$ cat config.mk
export PLATFORM = sky130hd
export DESIGN_NAME = immu_top
export DESIGN_NICKNAME = d
export VERILOG_FILES = /design/src/design/immu_pkg.sv /design/src/design/itlb.sv /design/src/design/page_walker.sv /design/src/design/immu_ctrl.sv /design/src/design/immu_top.sv
export SDC_FILE = /design/constraint.sdc
export NUM_CORES = 1
export LEC_CHECK = 0
export BUFFER_PORTS_ARGS = -buffer_cell sky130_fd_sc_hd__buf_2
export CORE_MARGIN = 5
export CORE_UTILIZATION = 45
export CTS_CLUSTER_SIZE = 20
export DETAILED_ROUTE_END_ITERATION = 7
export PLACE_DENSITY_LB_ADDON = 0.12
export SLEW_MARGIN = 40
export SYNTH_ARGS = -nofsm -noshare
export SYNTH_HDL_FRONTEND = slang
export SYNTH_SLANG_ARGS = --single-unit
$ cat constraint.sdc
create_clock -name clk -period 4.9 [get_ports clk]
set_input_delay 0.98 -clock clk [delete_from_list [all_inputs] [get_ports clk]]
set_output_delay 0.98 -clock clk [all_outputs]
set_load 0.01 [all_outputs]
$ cat src/design/immu_pkg.sv
package immu_pkg;

    // Sv32 address widths
    typedef logic [31:0] vaddr_t;
    // Physical and memory address
    typedef logic [33:0] paddr_t;

    // Virtual page number, vpn1 in the upper half
    typedef logic [19:0] vpn_t;
    // One 10-bit half of a VPN
    typedef logic [9:0]  vpn_half_t;

    // Physical page number and its two fields
    typedef logic [21:0] ppn_t;
    typedef logic [11:0] ppn1_t;
    typedef logic [9:0]  ppn0_t;

    // Page table entry
    typedef logic [31:0] pte_t;

    // PTE flag bits
    localparam int unsigned PTE_V = 0;
    localparam int unsigned PTE_R = 1;
    localparam int unsigned PTE_W = 2;
    localparam int unsigned PTE_X = 3;

    // PPN field starts here in a PTE
    localparam int unsigned PTE_PPN_LSB = 10;

    // Byte offset inside a 4 KiB page
    localparam int unsigned PAGE_OFFSET_W = 12;

    // Walker FSM
    typedef enum logic [2:0] {
        WALK_IDLE,
        WALK_READ_L1,
        WALK_WAIT_L1,
        WALK_READ_L0,
        WALK_WAIT_L0,
        WALK_DONE
    } walk_state_e;

    // Controller FSM
    typedef enum logic [1:0] {
        CTRL_IDLE,
        CTRL_RESPOND,
        CTRL_WALK
    } ctrl_state_e;

endpackage

$ cat src/design/itlb.sv
`timescale 1ns/1ns

module itlb
    import immu_pkg::*;
#(
    parameter int unsigned TLB_ENTRIES = 4
) (
    input  logic clk,
    input  logic rst_n,
    input  logic flush,
    // Lookup port answered in the same cycle
    input  logic lookup_valid,
    input  vpn_t lookup_vpn,
    output logic hit,
    output pte_t hit_pte,
    output logic hit_mega,
    // Refill port written at the next edge
    input  logic refill_valid,
    input  vpn_t refill_vpn,
    input  pte_t refill_pte,
    input  logic refill_mega
);

    localparam int unsigned IDX_W = $clog2(TLB_ENTRIES);

    // Entry storage
    logic      valid_q [TLB_ENTRIES];
    vpn_half_t vpn1_q  [TLB_ENTRIES];
    vpn_half_t vpn0_q  [TLB_ENTRIES];
    pte_t      pte_q   [TLB_ENTRIES];
    logic      mega_q  [TLB_ENTRIES];

    logic [IDX_W-1:0] rd_idx;
    logic [IDX_W-1:0] wr_idx;
    vpn_half_t        lk_vpn1;
    vpn_half_t        lk_vpn0;
    logic             tag_match;

    // Index from low bits of vpn1 so a megapage and its 4 KiB neighbours collide
    assign rd_idx  = lookup_vpn[10 +: IDX_W];
    assign wr_idx  = refill_vpn[10 +: IDX_W];
    assign lk_vpn1 = lookup_vpn[19:10];
    assign lk_vpn0 = lookup_vpn[9:0];

    // Megapage ignores vpn0
    assign tag_match = (vpn1_q[rd_idx] == lk_vpn1) &&
                       ((vpn0_q[rd_idx] == lk_vpn0) || mega_q[rd_idx]);

    assign hit      = lookup_valid && valid_q[rd_idx] && tag_match;
    assign hit_pte  = pte_q[rd_idx];
    assign hit_mega = mega_q[rd_idx];

    // Valid bits with flush taking priority over refill
    always_ff @(posedge clk or negedge rst_n) begin
        if (!rst_n) begin
            for (int i = 0; i < TLB_ENTRIES; i++) begin
                valid_q[i] <= 1'b0;
            end
        end else if (flush) begin
            for (int i = 0; i < TLB_ENTRIES; i++) begin
                valid_q[i] <= 1'b0;
            end
        end else if (refill_valid) begin
            valid_q[wr_idx] <= 1'b1;
        end
    end

    // Entry payload
    always_ff @(posedge clk) begin
        if (refill_valid && !flush) begin
            vpn1_q[wr_idx] <= refill_vpn[19:10];
            vpn0_q[wr_idx] <= refill_vpn[9:0];
            pte_q[wr_idx]  <= refill_pte;
            mega_q[wr_idx] <= refill_mega;
        end
    end

    // Size must be a power of two in range
    initial begin
        assert (TLB_ENTRIES >= 2 && TLB_ENTRIES <= 1024 &&
                (TLB_ENTRIES & (TLB_ENTRIES - 1)) == 0)
            else $error("itlb: TLB_ENTRIES must be a power of two from 2 to 1024");
    end

    // No answer without a lookup
    a_hit_needs_lookup: assert property (
        @(posedge clk) disable iff (!rst_n)
        hit |-> lookup_valid
    );

endmodule

$ cat src/design/page_walker.sv
`timescale 1ns/1ns

module page_walker
    import immu_pkg::*;
(
    input  logic   clk,
    input  logic   rst_n,
    input  ppn_t   satp_ppn,
    // Walk request from the controller
    input  logic   walk_start,
    input  vpn_t   walk_vpn,
    // Memory read port
    output logic   mem_req,
    output paddr_t mem_addr,
    input  logic   mem_valid,
    input  pte_t   mem_rdata,
    // Walk result
    output logic   walk_done,
    output pte_t   walk_pte,
    output logic   walk_mega,
    output logic   walk_fault
);

    walk_state_e state_q;
    vpn_t        vpn_q;
    pte_t        pte_q;
    logic        mega_q;
    logic        fault_q;

    ppn_t        next_ppn;
    vpn_half_t   vpn1;
    vpn_half_t   vpn0;

    // Well formed entry: valid and not write-only
    function automatic logic pte_ok(pte_t pte);
        return pte[PTE_V] && !(!pte[PTE_R] && pte[PTE_W]);
    endfunction

    // Leaf when readable or executable
    function automatic logic pte_leaf(pte_t pte);
        return pte[PTE_R] || pte[PTE_X];
    endfunction

    // Megapage needs ppn0 zero
    function automatic logic pte_misaligned(pte_t pte);
        ppn_t ppn;
        ppn = pte[31:PTE_PPN_LSB];
        return ppn[9:0] != '0;
    endfunction

    assign vpn1 = vpn_q[19:10];
    assign vpn0 = vpn_q[9:0];

    // Level-0 table comes from the stored level-1 pointer
    assign next_ppn = pte_q[31:PTE_PPN_LSB];

    // Read strobes are single-cycle states
    assign mem_req = (state_q == WALK_READ_L1) || (state_q == WALK_READ_L0);

    // Level-1 from satp, level-0 from pointer
    always_comb begin
        if (state_q == WALK_READ_L0) begin
            mem_addr = {next_ppn, vpn0, 2'b00};
        end else begin
            mem_addr = {satp_ppn, vpn1, 2'b00};
        end
    end

    assign walk_done  = (state_q == WALK_DONE);
    assign walk_pte   = pte_q;
    assign walk_mega  = mega_q;
    assign walk_fault = fault_q;

    // Walk FSM and result flags
    always_ff @(posedge clk or negedge rst_n) begin
        if (!rst_n) begin
            state_q <= WALK_IDLE;
            mega_q  <= 1'b0;
            fault_q <= 1'b0;
        end else begin
            case (state_q)
                WALK_IDLE: begin
                    if (walk_start) begin
                        mega_q  <= 1'b0;
                        fault_q <= 1'b0;
                        state_q <= WALK_READ_L1;
                    end
                end
                WALK_READ_L1: state_q <= WALK_WAIT_L1;
                WALK_WAIT_L1: begin
                    if (mem_valid) begin
                        if (!pte_ok(mem_rdata)) begin
                            fault_q <= 1'b1;
                            state_q <= WALK_DONE;
                        end else if (pte_leaf(mem_rdata)) begin
                            // Megapage leaf, execute and alignment checks
                            mega_q  <= 1'b1;
                            fault_q <= !mem_rdata[PTE_X] || pte_misaligned(mem_rdata);
                            state_q <= WALK_DONE;
                        end else begin
                            // Pointer to level-0 table
                            state_q <= WALK_READ_L0;
                        end
                    end
                end
                WALK_READ_L0: state_q <= WALK_WAIT_L0;
                WALK_WAIT_L0: begin
                    if (mem_valid) begin
                        // Must be a leaf with X, non-leaf faults here
                        fault_q <= !pte_ok(mem_rdata) || !mem_rdata[PTE_X];
                        state_q <= WALK_DONE;
                    end
                end
                WALK_DONE: state_q <= WALK_IDLE;
                default:   state_q <= WALK_IDLE;
            endcase
        end
    end

    // Request VPN and fetched entry
    always_ff @(posedge clk) begin
        if (state_q == WALK_IDLE && walk_start) begin
            vpn_q <= walk_vpn;
        end
        if (mem_valid) begin
            pte_q <= mem_rdata;
        end
    end

    // Memory answers only an outstanding read
    a_rdata_in_wait: assert property (
        @(posedge clk) disable iff (!rst_n)
        mem_valid |-> (state_q == WALK_WAIT_L1 || state_q == WALK_WAIT_L0)
    );

    // Controller never starts a second walk
    a_start_in_idle: assert property (
        @(posedge clk) disable iff (!rst_n)
        walk_start |-> state_q == WALK_IDLE
    );

endmodule

$ cat src/design/immu_ctrl.sv
`timescale 1ns/1ns

module immu_ctrl
    import immu_pkg::*;
(
    input  logic   clk,
    input  logic   rst_n,
    // Fetch side
    input  logic   fetch_req,
    input  vaddr_t fetch_vaddr,
    output logic   done,
    output paddr_t paddr,
    output logic   page_fault,
    // TLB lookup
    output logic   lookup_valid,
    output vpn_t   lookup_vpn,
    input  logic   hit,
    input  pte_t   hit_pte,
    input  logic   hit_mega,
    // TLB refill
    output logic   refill_valid,
    output vpn_t   refill_vpn,
    output pte_t   refill_pte,
    output logic   refill_mega,
    // Walker
    output logic   walk_start,
    output vpn_t   walk_vpn,
    input  logic   walk_done,
    input  pte_t   walk_pte,
    input  logic   walk_mega,
    input  logic   walk_fault
);

    ctrl_state_e state_q;
    vaddr_t      vaddr_q;
    paddr_t      paddr_q;
    pte_t        fill_pte_q;
    logic        fill_mega_q;
    logic        fill_q;
    logic        fault_q;

    // Physical address from leaf entry, megapage keeps vpn0
    function automatic paddr_t form_paddr(vaddr_t va, pte_t pte, logic mega);
        ppn_t      ppn;
        ppn1_t     ppn1;
        ppn0_t     ppn0;
        vpn_half_t va_vpn0;
        ppn     = pte[31:PTE_PPN_LSB];
        ppn1    = ppn[21:10];
        ppn0    = ppn[9:0];
        va_vpn0 = va[21:PAGE_OFFSET_W];
        return {ppn1, (mega ? va_vpn0 : ppn0), va[PAGE_OFFSET_W-1:0]};
    endfunction

    // Lookup in the request cycle
    assign lookup_valid = fetch_req && (state_q == CTRL_IDLE);
    assign lookup_vpn   = fetch_vaddr[31:PAGE_OFFSET_W];

    // Miss goes straight to the walker
    assign walk_start = lookup_valid && !hit;
    assign walk_vpn   = fetch_vaddr[31:PAGE_OFFSET_W];

    // Refill together with done
    assign refill_valid = (state_q == CTRL_RESPOND) && fill_q;
    assign refill_vpn   = vaddr_q[31:PAGE_OFFSET_W];
    assign refill_pte   = fill_pte_q;
    assign refill_mega  = fill_mega_q;

    assign done       = (state_q == CTRL_RESPOND);
    assign paddr      = paddr_q;
    assign page_fault = done && fault_q;

    // Controller FSM
    always_ff @(posedge clk or negedge rst_n) begin
        if (!rst_n) begin
            state_q <= CTRL_IDLE;
            fill_q  <= 1'b0;
            fault_q <= 1'b0;
        end else begin
            case (state_q)
                CTRL_IDLE: begin
                    if (fetch_req) begin
                        fill_q  <= 1'b0;
                        fault_q <= 1'b0;
                        state_q <= hit ? CTRL_RESPOND : CTRL_WALK;
                    end
                end
                CTRL_WALK: begin
                    if (walk_done) begin
                        // Faults stay out of the TLB
                        fill_q  <= !walk_fault;
                        fault_q <= walk_fault;
                        state_q <= CTRL_RESPOND;
                    end
                end
                CTRL_RESPOND: state_q <= CTRL_IDLE;
                default:      state_q <= CTRL_IDLE;
            endcase
        end
    end

    // Request address, result and refill payload
    always_ff @(posedge clk) begin
        if (lookup_valid) begin
            vaddr_q <= fetch_vaddr;
            paddr_q <= form_paddr(fetch_vaddr, hit_pte, hit_mega);
        end else if (state_q == CTRL_WALK && walk_done) begin
            paddr_q     <= form_paddr(vaddr_q, walk_pte, walk_mega);
            fill_pte_q  <= walk_pte;
            fill_mega_q <= walk_mega;
        end
    end

    // One translation at a time
    a_fetch_in_idle: assert property (
        @(posedge clk) disable iff (!rst_n)
        fetch_req |-> state_q == CTRL_IDLE
    );

    // Walker answers only a walk this controller started
    a_walk_done_in_walk: assert property (
        @(posedge clk) disable iff (!rst_n)
        walk_done |-> state_q == CTRL_WALK
    );

endmodule

$ cat src/design/immu_top.sv
`timescale 1ns/1ns

module immu_top
    import immu_pkg::*;
#(
    parameter int unsigned TLB_ENTRIES = 4
) (
    input  logic   clk,
    input  logic   rst_n,
    // Root page table
    input  ppn_t   satp_ppn,
    // Fetch request and response
    input  logic   fetch_req,
    input  vaddr_t fetch_vaddr,
    input  logic   flush,
    output logic   done,
    output paddr_t paddr,
    output logic   page_fault,
    // Page table memory
    output logic   mem_req,
    output paddr_t mem_addr,
    input  logic   mem_valid,
    input  pte_t   mem_rdata
);

    // Controller to TLB
    logic lookup_valid;
    vpn_t lookup_vpn;
    logic hit;
    pte_t hit_pte;
    logic hit_mega;
    logic refill_valid;
    vpn_t refill_vpn;
    pte_t refill_pte;
    logic refill_mega;

    // Controller to walker
    logic walk_start;
    vpn_t walk_vpn;
    logic walk_done;
    pte_t walk_pte;
    logic walk_mega;
    logic walk_fault;

    immu_ctrl i_immu_ctrl (
        .clk, .rst_n, .fetch_req, .fetch_vaddr, .done, .paddr, .page_fault,
        .lookup_valid, .lookup_vpn, .hit, .hit_pte, .hit_mega,
        .refill_valid, .refill_vpn, .refill_pte, .refill_mega,
        .walk_start, .walk_vpn, .walk_done, .walk_pte, .walk_mega, .walk_fault
    );

    // Flush goes straight to the TLB
    itlb #(
        .TLB_ENTRIES(TLB_ENTRIES)
    ) i_itlb (
        .clk, .rst_n, .flush,
        .lookup_valid, .lookup_vpn, .hit, .hit_pte, .hit_mega,
        .refill_valid, .refill_vpn, .refill_pte, .refill_mega
    );

    page_walker i_page_walker (
        .clk, .rst_n, .satp_ppn, .walk_start, .walk_vpn,
        .mem_req, .mem_addr, .mem_valid, .mem_rdata,
        .walk_done, .walk_pte, .walk_mega, .walk_fault
    );

endmodule

# Word level (Yosys, flattened, before mapping)
# Memory sizes are Yosys's and may differ from the RTL's.
# Index checks and enable logic that the tools add are counted.
[op_classes]
eq_ne = 17
shifts = 0
order_cmp = 3
muxes = 39
bitwise = 4
multipliers = 0
n_div = 0
reduce_logical = 39
addsub = 0
[op_table]
columns = ["cell", "count"]
rows = [
  ["two-way mux 34 bit", 3],
  ["equality test 10 bit", 2],
  ["two-way mux 10 bit", 2],
  ["two-way mux 1 bit", 16],
  ["two-way mux 3 bit", 5],
  ["one-hot mux 3 bit (5 select lines)", 1],
  ["logical AND 1 bit", 13],
  ["AND reduction 5 bit", 2],
  ["nonzero test 10 bit", 1],
  ["two-way mux 4 bit", 2],
  ["!= test 2 x 1 -> 1 bit (second input constant)", 4],
  ["nonzero test 2 bit", 4],
  ["zero test 1 bit", 7],
  ["equality test 3 x 2 -> 1 bit (second input constant)", 2],
  ["equality test 3 bit (second input constant)", 2],
  ["greater-or-equal comparator 3 bit (second input constant)", 2],
  ["two-way mux 2 bit", 3],
  ["!= test 2 bit (second input constant)", 3],
  ["inverter 2 -> 3 bit", 2],
  ["one-hot mux 1 bit (2 select lines)", 3],
  ["AND reduction 3 bit", 2],
  ["logical OR 1 bit", 5],
  ["OR 4 bit", 1],
  ["one-hot mux 2 bit (2 select lines)", 1],
  ["other kinds (13)", 14],
]
[word_totals]
ff_bits = 164
mem_bits_rw = 212
word_cells = 122
mem_bits_ro = 0
output_inout_bits = 71
input_bits = 91
latch_bits = 0
memories = 4
[memory_table]
columns = ["memory", "depth", "word_bits", "rd", "rd_ports_with_merged_regs", "wr", "line_no", "rtl"]
rows = [
  ["i_itlb.pte_q", 4, 32, 1, 0, 1, "itlb.sv:30", "pte_t pte_q [TLB_ENTRIES];"],
  ["i_itlb.vpn0_q", 4, 10, 1, 0, 1, "itlb.sv:29", "vpn_half_t vpn0_q [TLB_ENTRIES];"],
  ["i_itlb.vpn1_q", 4, 10, 1, 0, 1, "itlb.sv:28", "vpn_half_t vpn1_q [TLB_ENTRIES];"],
  ["i_itlb.mega_q", 4, 1, 1, 0, 1, "itlb.sv:31", "logic mega_q [TLB_ENTRIES];"],
]

# Depth between registers and ports, before layout
[depth]
depth_word = 10
ltp_mapped = 10
mapped_depth_nobuf = 8

# By module
# A second synthesis with hierarchy kept.
[hier_totals]
hier_cells = 703
area_unflattened_um2 = 14781.7
[modules_own_cells]
columns = ["mod", "seq_area_each_um2", "area_per_inst_um2", "instances", "cells_each"]
rows = [
  ["itlb", 6466.2, 8114.0, 1, 333],
  ["immu_ctrl", 3072.9, 4393.0, 1, 245],
  ["page_walker", 1686.6, 2274.7, 1, 125],
]

# Least setup slack after synthesis
# Ideal clock, no wire load.
[synth_path]
path_type = "input to register"
start = "in flush"
end = "mem i_itlb.mega_q[0], enable pin"
setup_ps = 508
n_path_buf = 0
t_required_ps = 4392
cell_stages = 3
arrival_ps = 4512
setup_slack_ps = -120
cell_sequence = "inv_1 > and3_1 > nor3b_1"
[synth_via]
elab_chain_cells = 4
[synth_rtl]
columns = ["item", "line_no", "rtl"]
rows = [
  ["from (decl)", "immu_top.sv:15", "input logic flush,"],
  ["zero test 1 bit", "itlb.sv:70", "if (refill_valid && !flush) begin"],
  ["logical AND 1 bit", "itlb.sv:70", ""],
  ["two-way mux 1 bit", "itlb.sv:70", ""],
  ["two-way mux 1 bit (implied by the code)", "itlb.sv:74", "mega_q[wr_idx] <= refill_mega;"],
  ["to (decl)", "itlb.sv:31", ""],
]
# Every way passes these cells.

# Final worst setup path
[layout_path]
start = "in fetch_vaddr[22]"
end = "reg i_page_walker.vpn_q[5], enable pin"
[layout_via]
elab_chain_cells = 9
elab_cells_between_ends = 16
cone_classes = "eq/ne (2); mux (3); bitwise (1); reduce/logical (7); memory (3)"
[layout_rtl]
columns = ["item", "line_no", "rtl"]
rows = [
  ["from (decl)", "immu_top.sv:14", "input vaddr_t fetch_vaddr,"],
  ["branches (longest 5 deep; another with memory read (4 x 10 bit))", "-", ""],
  ["logical AND 1 bit (*)", "itlb.sv:49", "assign hit = lookup_valid && valid_q[rd_idx] && tag_match;"],
  ["zero test 1 bit (*)", "immu_ctrl.sv:60", "assign walk_start = lookup_valid && !hit;"],
  ["logical AND 1 bit (*)", "immu_ctrl.sv:60", ""],
  ["logical AND 1 bit (*)", "page_walker.sv:122", "if (state_q == WALK_IDLE && walk_start) begin"],
  ["to (signal assigned)", "page_walker.sv:123", "vpn_q <= walk_vpn;"],
  ["to (decl)", "page_walker.sv:25", "vpn_t vpn_q;"],
]
# Every way passes the cells marked *. The select of a mux whose other input is x is not followed.
# A chain may end at the register's enable or synchronous reset.

==> impl_summary.txt <==
----------------------------------------------------
[Run status]
  Result of the run ... finished clean

[Synthesis]
  Syn_area_per_cell ... 20.0 µm²
  Most frequent cell after synthesis ... sky130_fd_sc_hd__edfxtp_1
  Main flop type after synthesis ... sky130_fd_sc_hd__edfxtp_1
  Library cell with the largest summed area after synthesis ... sky130_fd_sc_hd__edfxtp_1
  Synth cell count leaders ... 303 x sky130_fd_sc_hd__edfxtp_1, 57 x sky130_fd_sc_hd__mux2_2, 34 x sky130_fd_sc_hd__mux4_2, 24 x sky130_fd_sc_hd__mux2i_1, 19 x sky130_fd_sc_hd__a21oi_1
  Post-Synthesis Cell Area ... approximately 12000 µm²
  Proportion of netlist area held by the largest area contributor ... 75.0%
  Leading cell types by total area after synthesis ... sky130_fd_sc_hd__edfxtp_1 75%, sky130_fd_sc_hd__mux4_2 6.3%, sky130_fd_sc_hd__mux2_2 5.3%, sky130_fd_sc_hd__dfrtp_1 2.7%, sky130_fd_sc_hd__mux2i_1 2.0%
  Number of synthesized register bits ... 316
  Cells after synthesis ... ~610
  Post-synth ARST share ... slightly above 4%
  Total of warnings raised by yosys ... 0
  Part of the Yosys area used for sequential elements ... 77.7%
  Count of cell types in the netlist ... 47
  Number of enable-type register cells in the synthesized netlist ... a little over 300

[Floorplanning]
  Count of boundary I/O pins ... 162
  Area of the core region ... 26700 µm²
  Die height ... ~170 µm
  Die boundary width ... 174 µm
  Die Area ... 30300 µm²
  Row Count ... 60
  Initial Utilization ... 45.4%

[Route]
  Routed length per placed instance ... roughly 22 µm
  Average via count per standard cell ... 5.39
  Detailed router's first-iteration violation count ... 387
  Count of nets left with antenna violations after detail routing ... 0
  Remaining routing DRC violations ... 0
  Total number of vias ... roughly 6200
  DRT Pass-1 Iters ... 4
  Wirelength, routed ... 25500 µm

[Clock tree]
  Hold buffer count at cts ... 0
  Longest Clk Path Bufs ... 3
  CTS root buffer ... sky130_fd_sc_hd__clkbuf_16
  CTS Buf Count ... 34
  Clock-pin slew on the worst setup and hold paths ... 60 ps
  Sink count of the clock tree ... about 320
  Level count of the clock H-tree ... 2
  Setup Buffers After CTS ... 0
  Source-to-sink clock delay at the later pin of the worst-skew pair ... 500 ps
  Post-cts gate resize count ... 0
  TritonCTS clock tree ... built

[Placement]
  DP HPWL ... 16500 µm
  Port buffer count ... 153
  Routability Congestion ... 0.768

[STA]
  Total negative slack ... 0 ps
  Final worst path period need ... 3470 ps
  Max-slew headroom ... 52.4%
  Clock Skew ... 8.95 ps
  Period utilization ... 70.7%
  Least-Margin Pin Slew ... 715 ps
  Unrepaired setup endpoints after global routing ... false
  Setup violations, final ... 0
  Final Hold Vio Count ... 0
  Count of pins over their slew limit ... 0
  Maximum frequency from static timing analysis ... 288 MHz

[Global route]
  Largest net degree at the start of global routing ... 49
  Number of global-route vias before repair ... 6727
  Overall track demand over capacity in global routing ... 16.8%
  Number of antenna violations at the first check in global routing ... 3
  Wire length of the first global-routing pass ... 39300 µm
  Final global-route overflow total ... 0

[Cells and area]
  Total number of nets in the final design ... 878
  Final Util ... between 50% and 60%
  Area growth syn-to-layout ... 19.7%
  Proportion of layout cells with a drive suffix above 1 ... around two fifths

[Run]
  Max_cap viols ... 0

[Worst hold path]
  Class of the worst hold path ... in -> async

[Worst setup path]
  Highest net fanout along the worst path ... 20
  Data required time of the critical path ... 5130 ps
  Data arrival, critical path ... 3700 ps
  Critical Path Sink Type ... flip-flop
  Launching element type of the critical path ... input port
  Worst setup path class ... in -> reg

[Pwr]
  Leakage ... 5.15 nW
  Pwr/cell area ... 473 nW/µm²
  Max rail drop VDD ... 0.234 mV

----------------------------------------------------
-- power by group --
part	leakage (nW)	total [W]	switching (W)	internal (W)
sequential	2.93	0.00344	0.000144	0.00329
combinational	1.66	0.000882	0.000525	0.000357
clock	0.552	0.00255	0.000988	0.00156
-- logic make-up after synthesis --
family | Yosys count | synth area share, %
DFF | 316 | 77.7
other | 1 | 0.0309
and+or+nand+nor | 69 | 3.10
AOI/OAI and AO/OA | 54 | 2.91
buffers and inverters | 31 | 1.17
xor gates and xnor gates | 21 | 1.52
muxes | 115 | 13.6
-- layout make-up --
class	count	area (µm²)
clock inverter	15	146
fill	2120	12200
inverter	5	18.8
timing repair buffer	169	906
sequential	316	9430
tap	341	427
multi-input combinational	261	2620
antenna	1	2.50
clock buffer	46	980
-- state kept, by name, indices dropped and copies added (netlist names), 3 cells and up --
name	flops
i_itlb.mega_q	4
i_immu_ctrl.vaddr_q	32
i_itlb.valid_q	4
i_page_walker.walk_pte	22
i_page_walker.vpn_q	20
i_immu_ctrl.refill_pte	22
i_immu_ctrl.paddr	34
i_itlb.vpn1_q	40
i_itlb.pte_q	88
i_page_walker.state_q	3
i_itlb.vpn0_q	40
-- per-stage QoR --
| step | power (W) | setup slack, ps | instance area [µm²] | hold WS, ps | instances |
|---|---|---|---|---|---|
| after global placement | 0.00436 | 853 | 13400 | 455 | 1091 |
| after global routing | 0.00716 | 1190 | 14500 | 365 | 1154 |
| after CTS | 0.00696 | 1370 | 14500 | 351 | 1153 |
| final | 0.00687 | 1430 | 14500 | 370 | 1154 |
| after detailed placement | 0.00440 | 865 | 13400 | 462 | 1092 |
| after floorplan | 0.00400 | 1290 | 12100 | 437 | 608 |
-- per-layer routing --
layer / GRT usage (%) / wire length [µm] / vias to the layer above
li1: - / - / 2802
met1: 22.8 / 11000 / 3191
met2: 27.6 / 12600 / 174
met3: 3.41 / 1310 / 46
met4: 5.31 / 524 / 4
met5: 0 / 28 / -
-- layout by cell type, fill, tap and decap left out, types with 3 or more instances in the layout --
cell                          n
sky130_fd_sc_hd__dfrtp_1     12
sky130_fd_sc_hd__nand2b_1     6
sky130_fd_sc_hd__xnor2_1      8
sky130_fd_sc_hd__clkbuf_1     7
sky130_fd_sc_hd__mux2i_1     24
sky130_fd_sc_hd__bufinv_16    3
sky130_fd_sc_hd__nand2_1     14
sky130_fd_sc_hd__buf_2      153
sky130_fd_sc_hd__a21o_1       4
sky130_fd_sc_hd__clkbuf_16   37
sky130_fd_sc_hd__mux2_2      57
sky130_fd_sc_hd__edfxtp_1   303
sky130_fd_sc_hd__inv_1        5
sky130_fd_sc_hd__o21ai_0      7
sky130_fd_sc_hd__nor2b_1     15
sky130_fd_sc_hd__buf_4       15
sky130_fd_sc_hd__a211oi_1    10
sky130_fd_sc_hd__mux4_2      34
sky130_fd_sc_hd__nor2_1      10
sky130_fd_sc_hd__nor3_1       3
sky130_fd_sc_hd__a21oi_1     19
sky130_fd_sc_hd__clkinv_1     5
sky130_fd_sc_hd__xor2_1      13
sky130_fd_sc_hd__clkinv_2     6
-- worst max-delay path: stages --
cell                        delay (ps)
sky130_fd_sc_hd__buf_2             360
sky130_fd_sc_hd__mux4_2            570
sky130_fd_sc_hd__xnor2_1           170
sky130_fd_sc_hd__nand2_1           100
sky130_fd_sc_hd__a2111oi_2         410
sky130_fd_sc_hd__a31oi_1           240
sky130_fd_sc_hd__nor4_4            490
sky130_fd_sc_hd__nor2_2            100
sky130_fd_sc_hd__buf_4             240
-- final timing paths --
kind                                                        end  cells after the start  slack, ps                            startpoint
max                            i_page_walker.vpn_q[5]$_DFFE_PP_                      9       1430                       fetch_vaddr[22]
min in group clk           i_immu_ctrl.refill_pte[30]$_DFFE_PP_                      0        470  i_page_walker.walk_pte[30]$_DFFE_PP_
max in group asynchronous   i_page_walker.walk_mega$_DFFE_PN0P_                      1       4270                                 rst_n
max reg2reg                    i_page_walker.vpn_q[5]$_DFFE_PP_                      8       2020         i_itlb.vpn0_q[3][5]$_DFFE_PP_
min                          i_immu_ctrl.state_q[1]$_DFFE_PN0P_                      1        370                                 rst_n
min reg2reg                i_immu_ctrl.refill_pte[30]$_DFFE_PP_                      0        470  i_page_walker.walk_pte[30]$_DFFE_PP_
No activity file was read; power rests on OpenSTA's default activity.
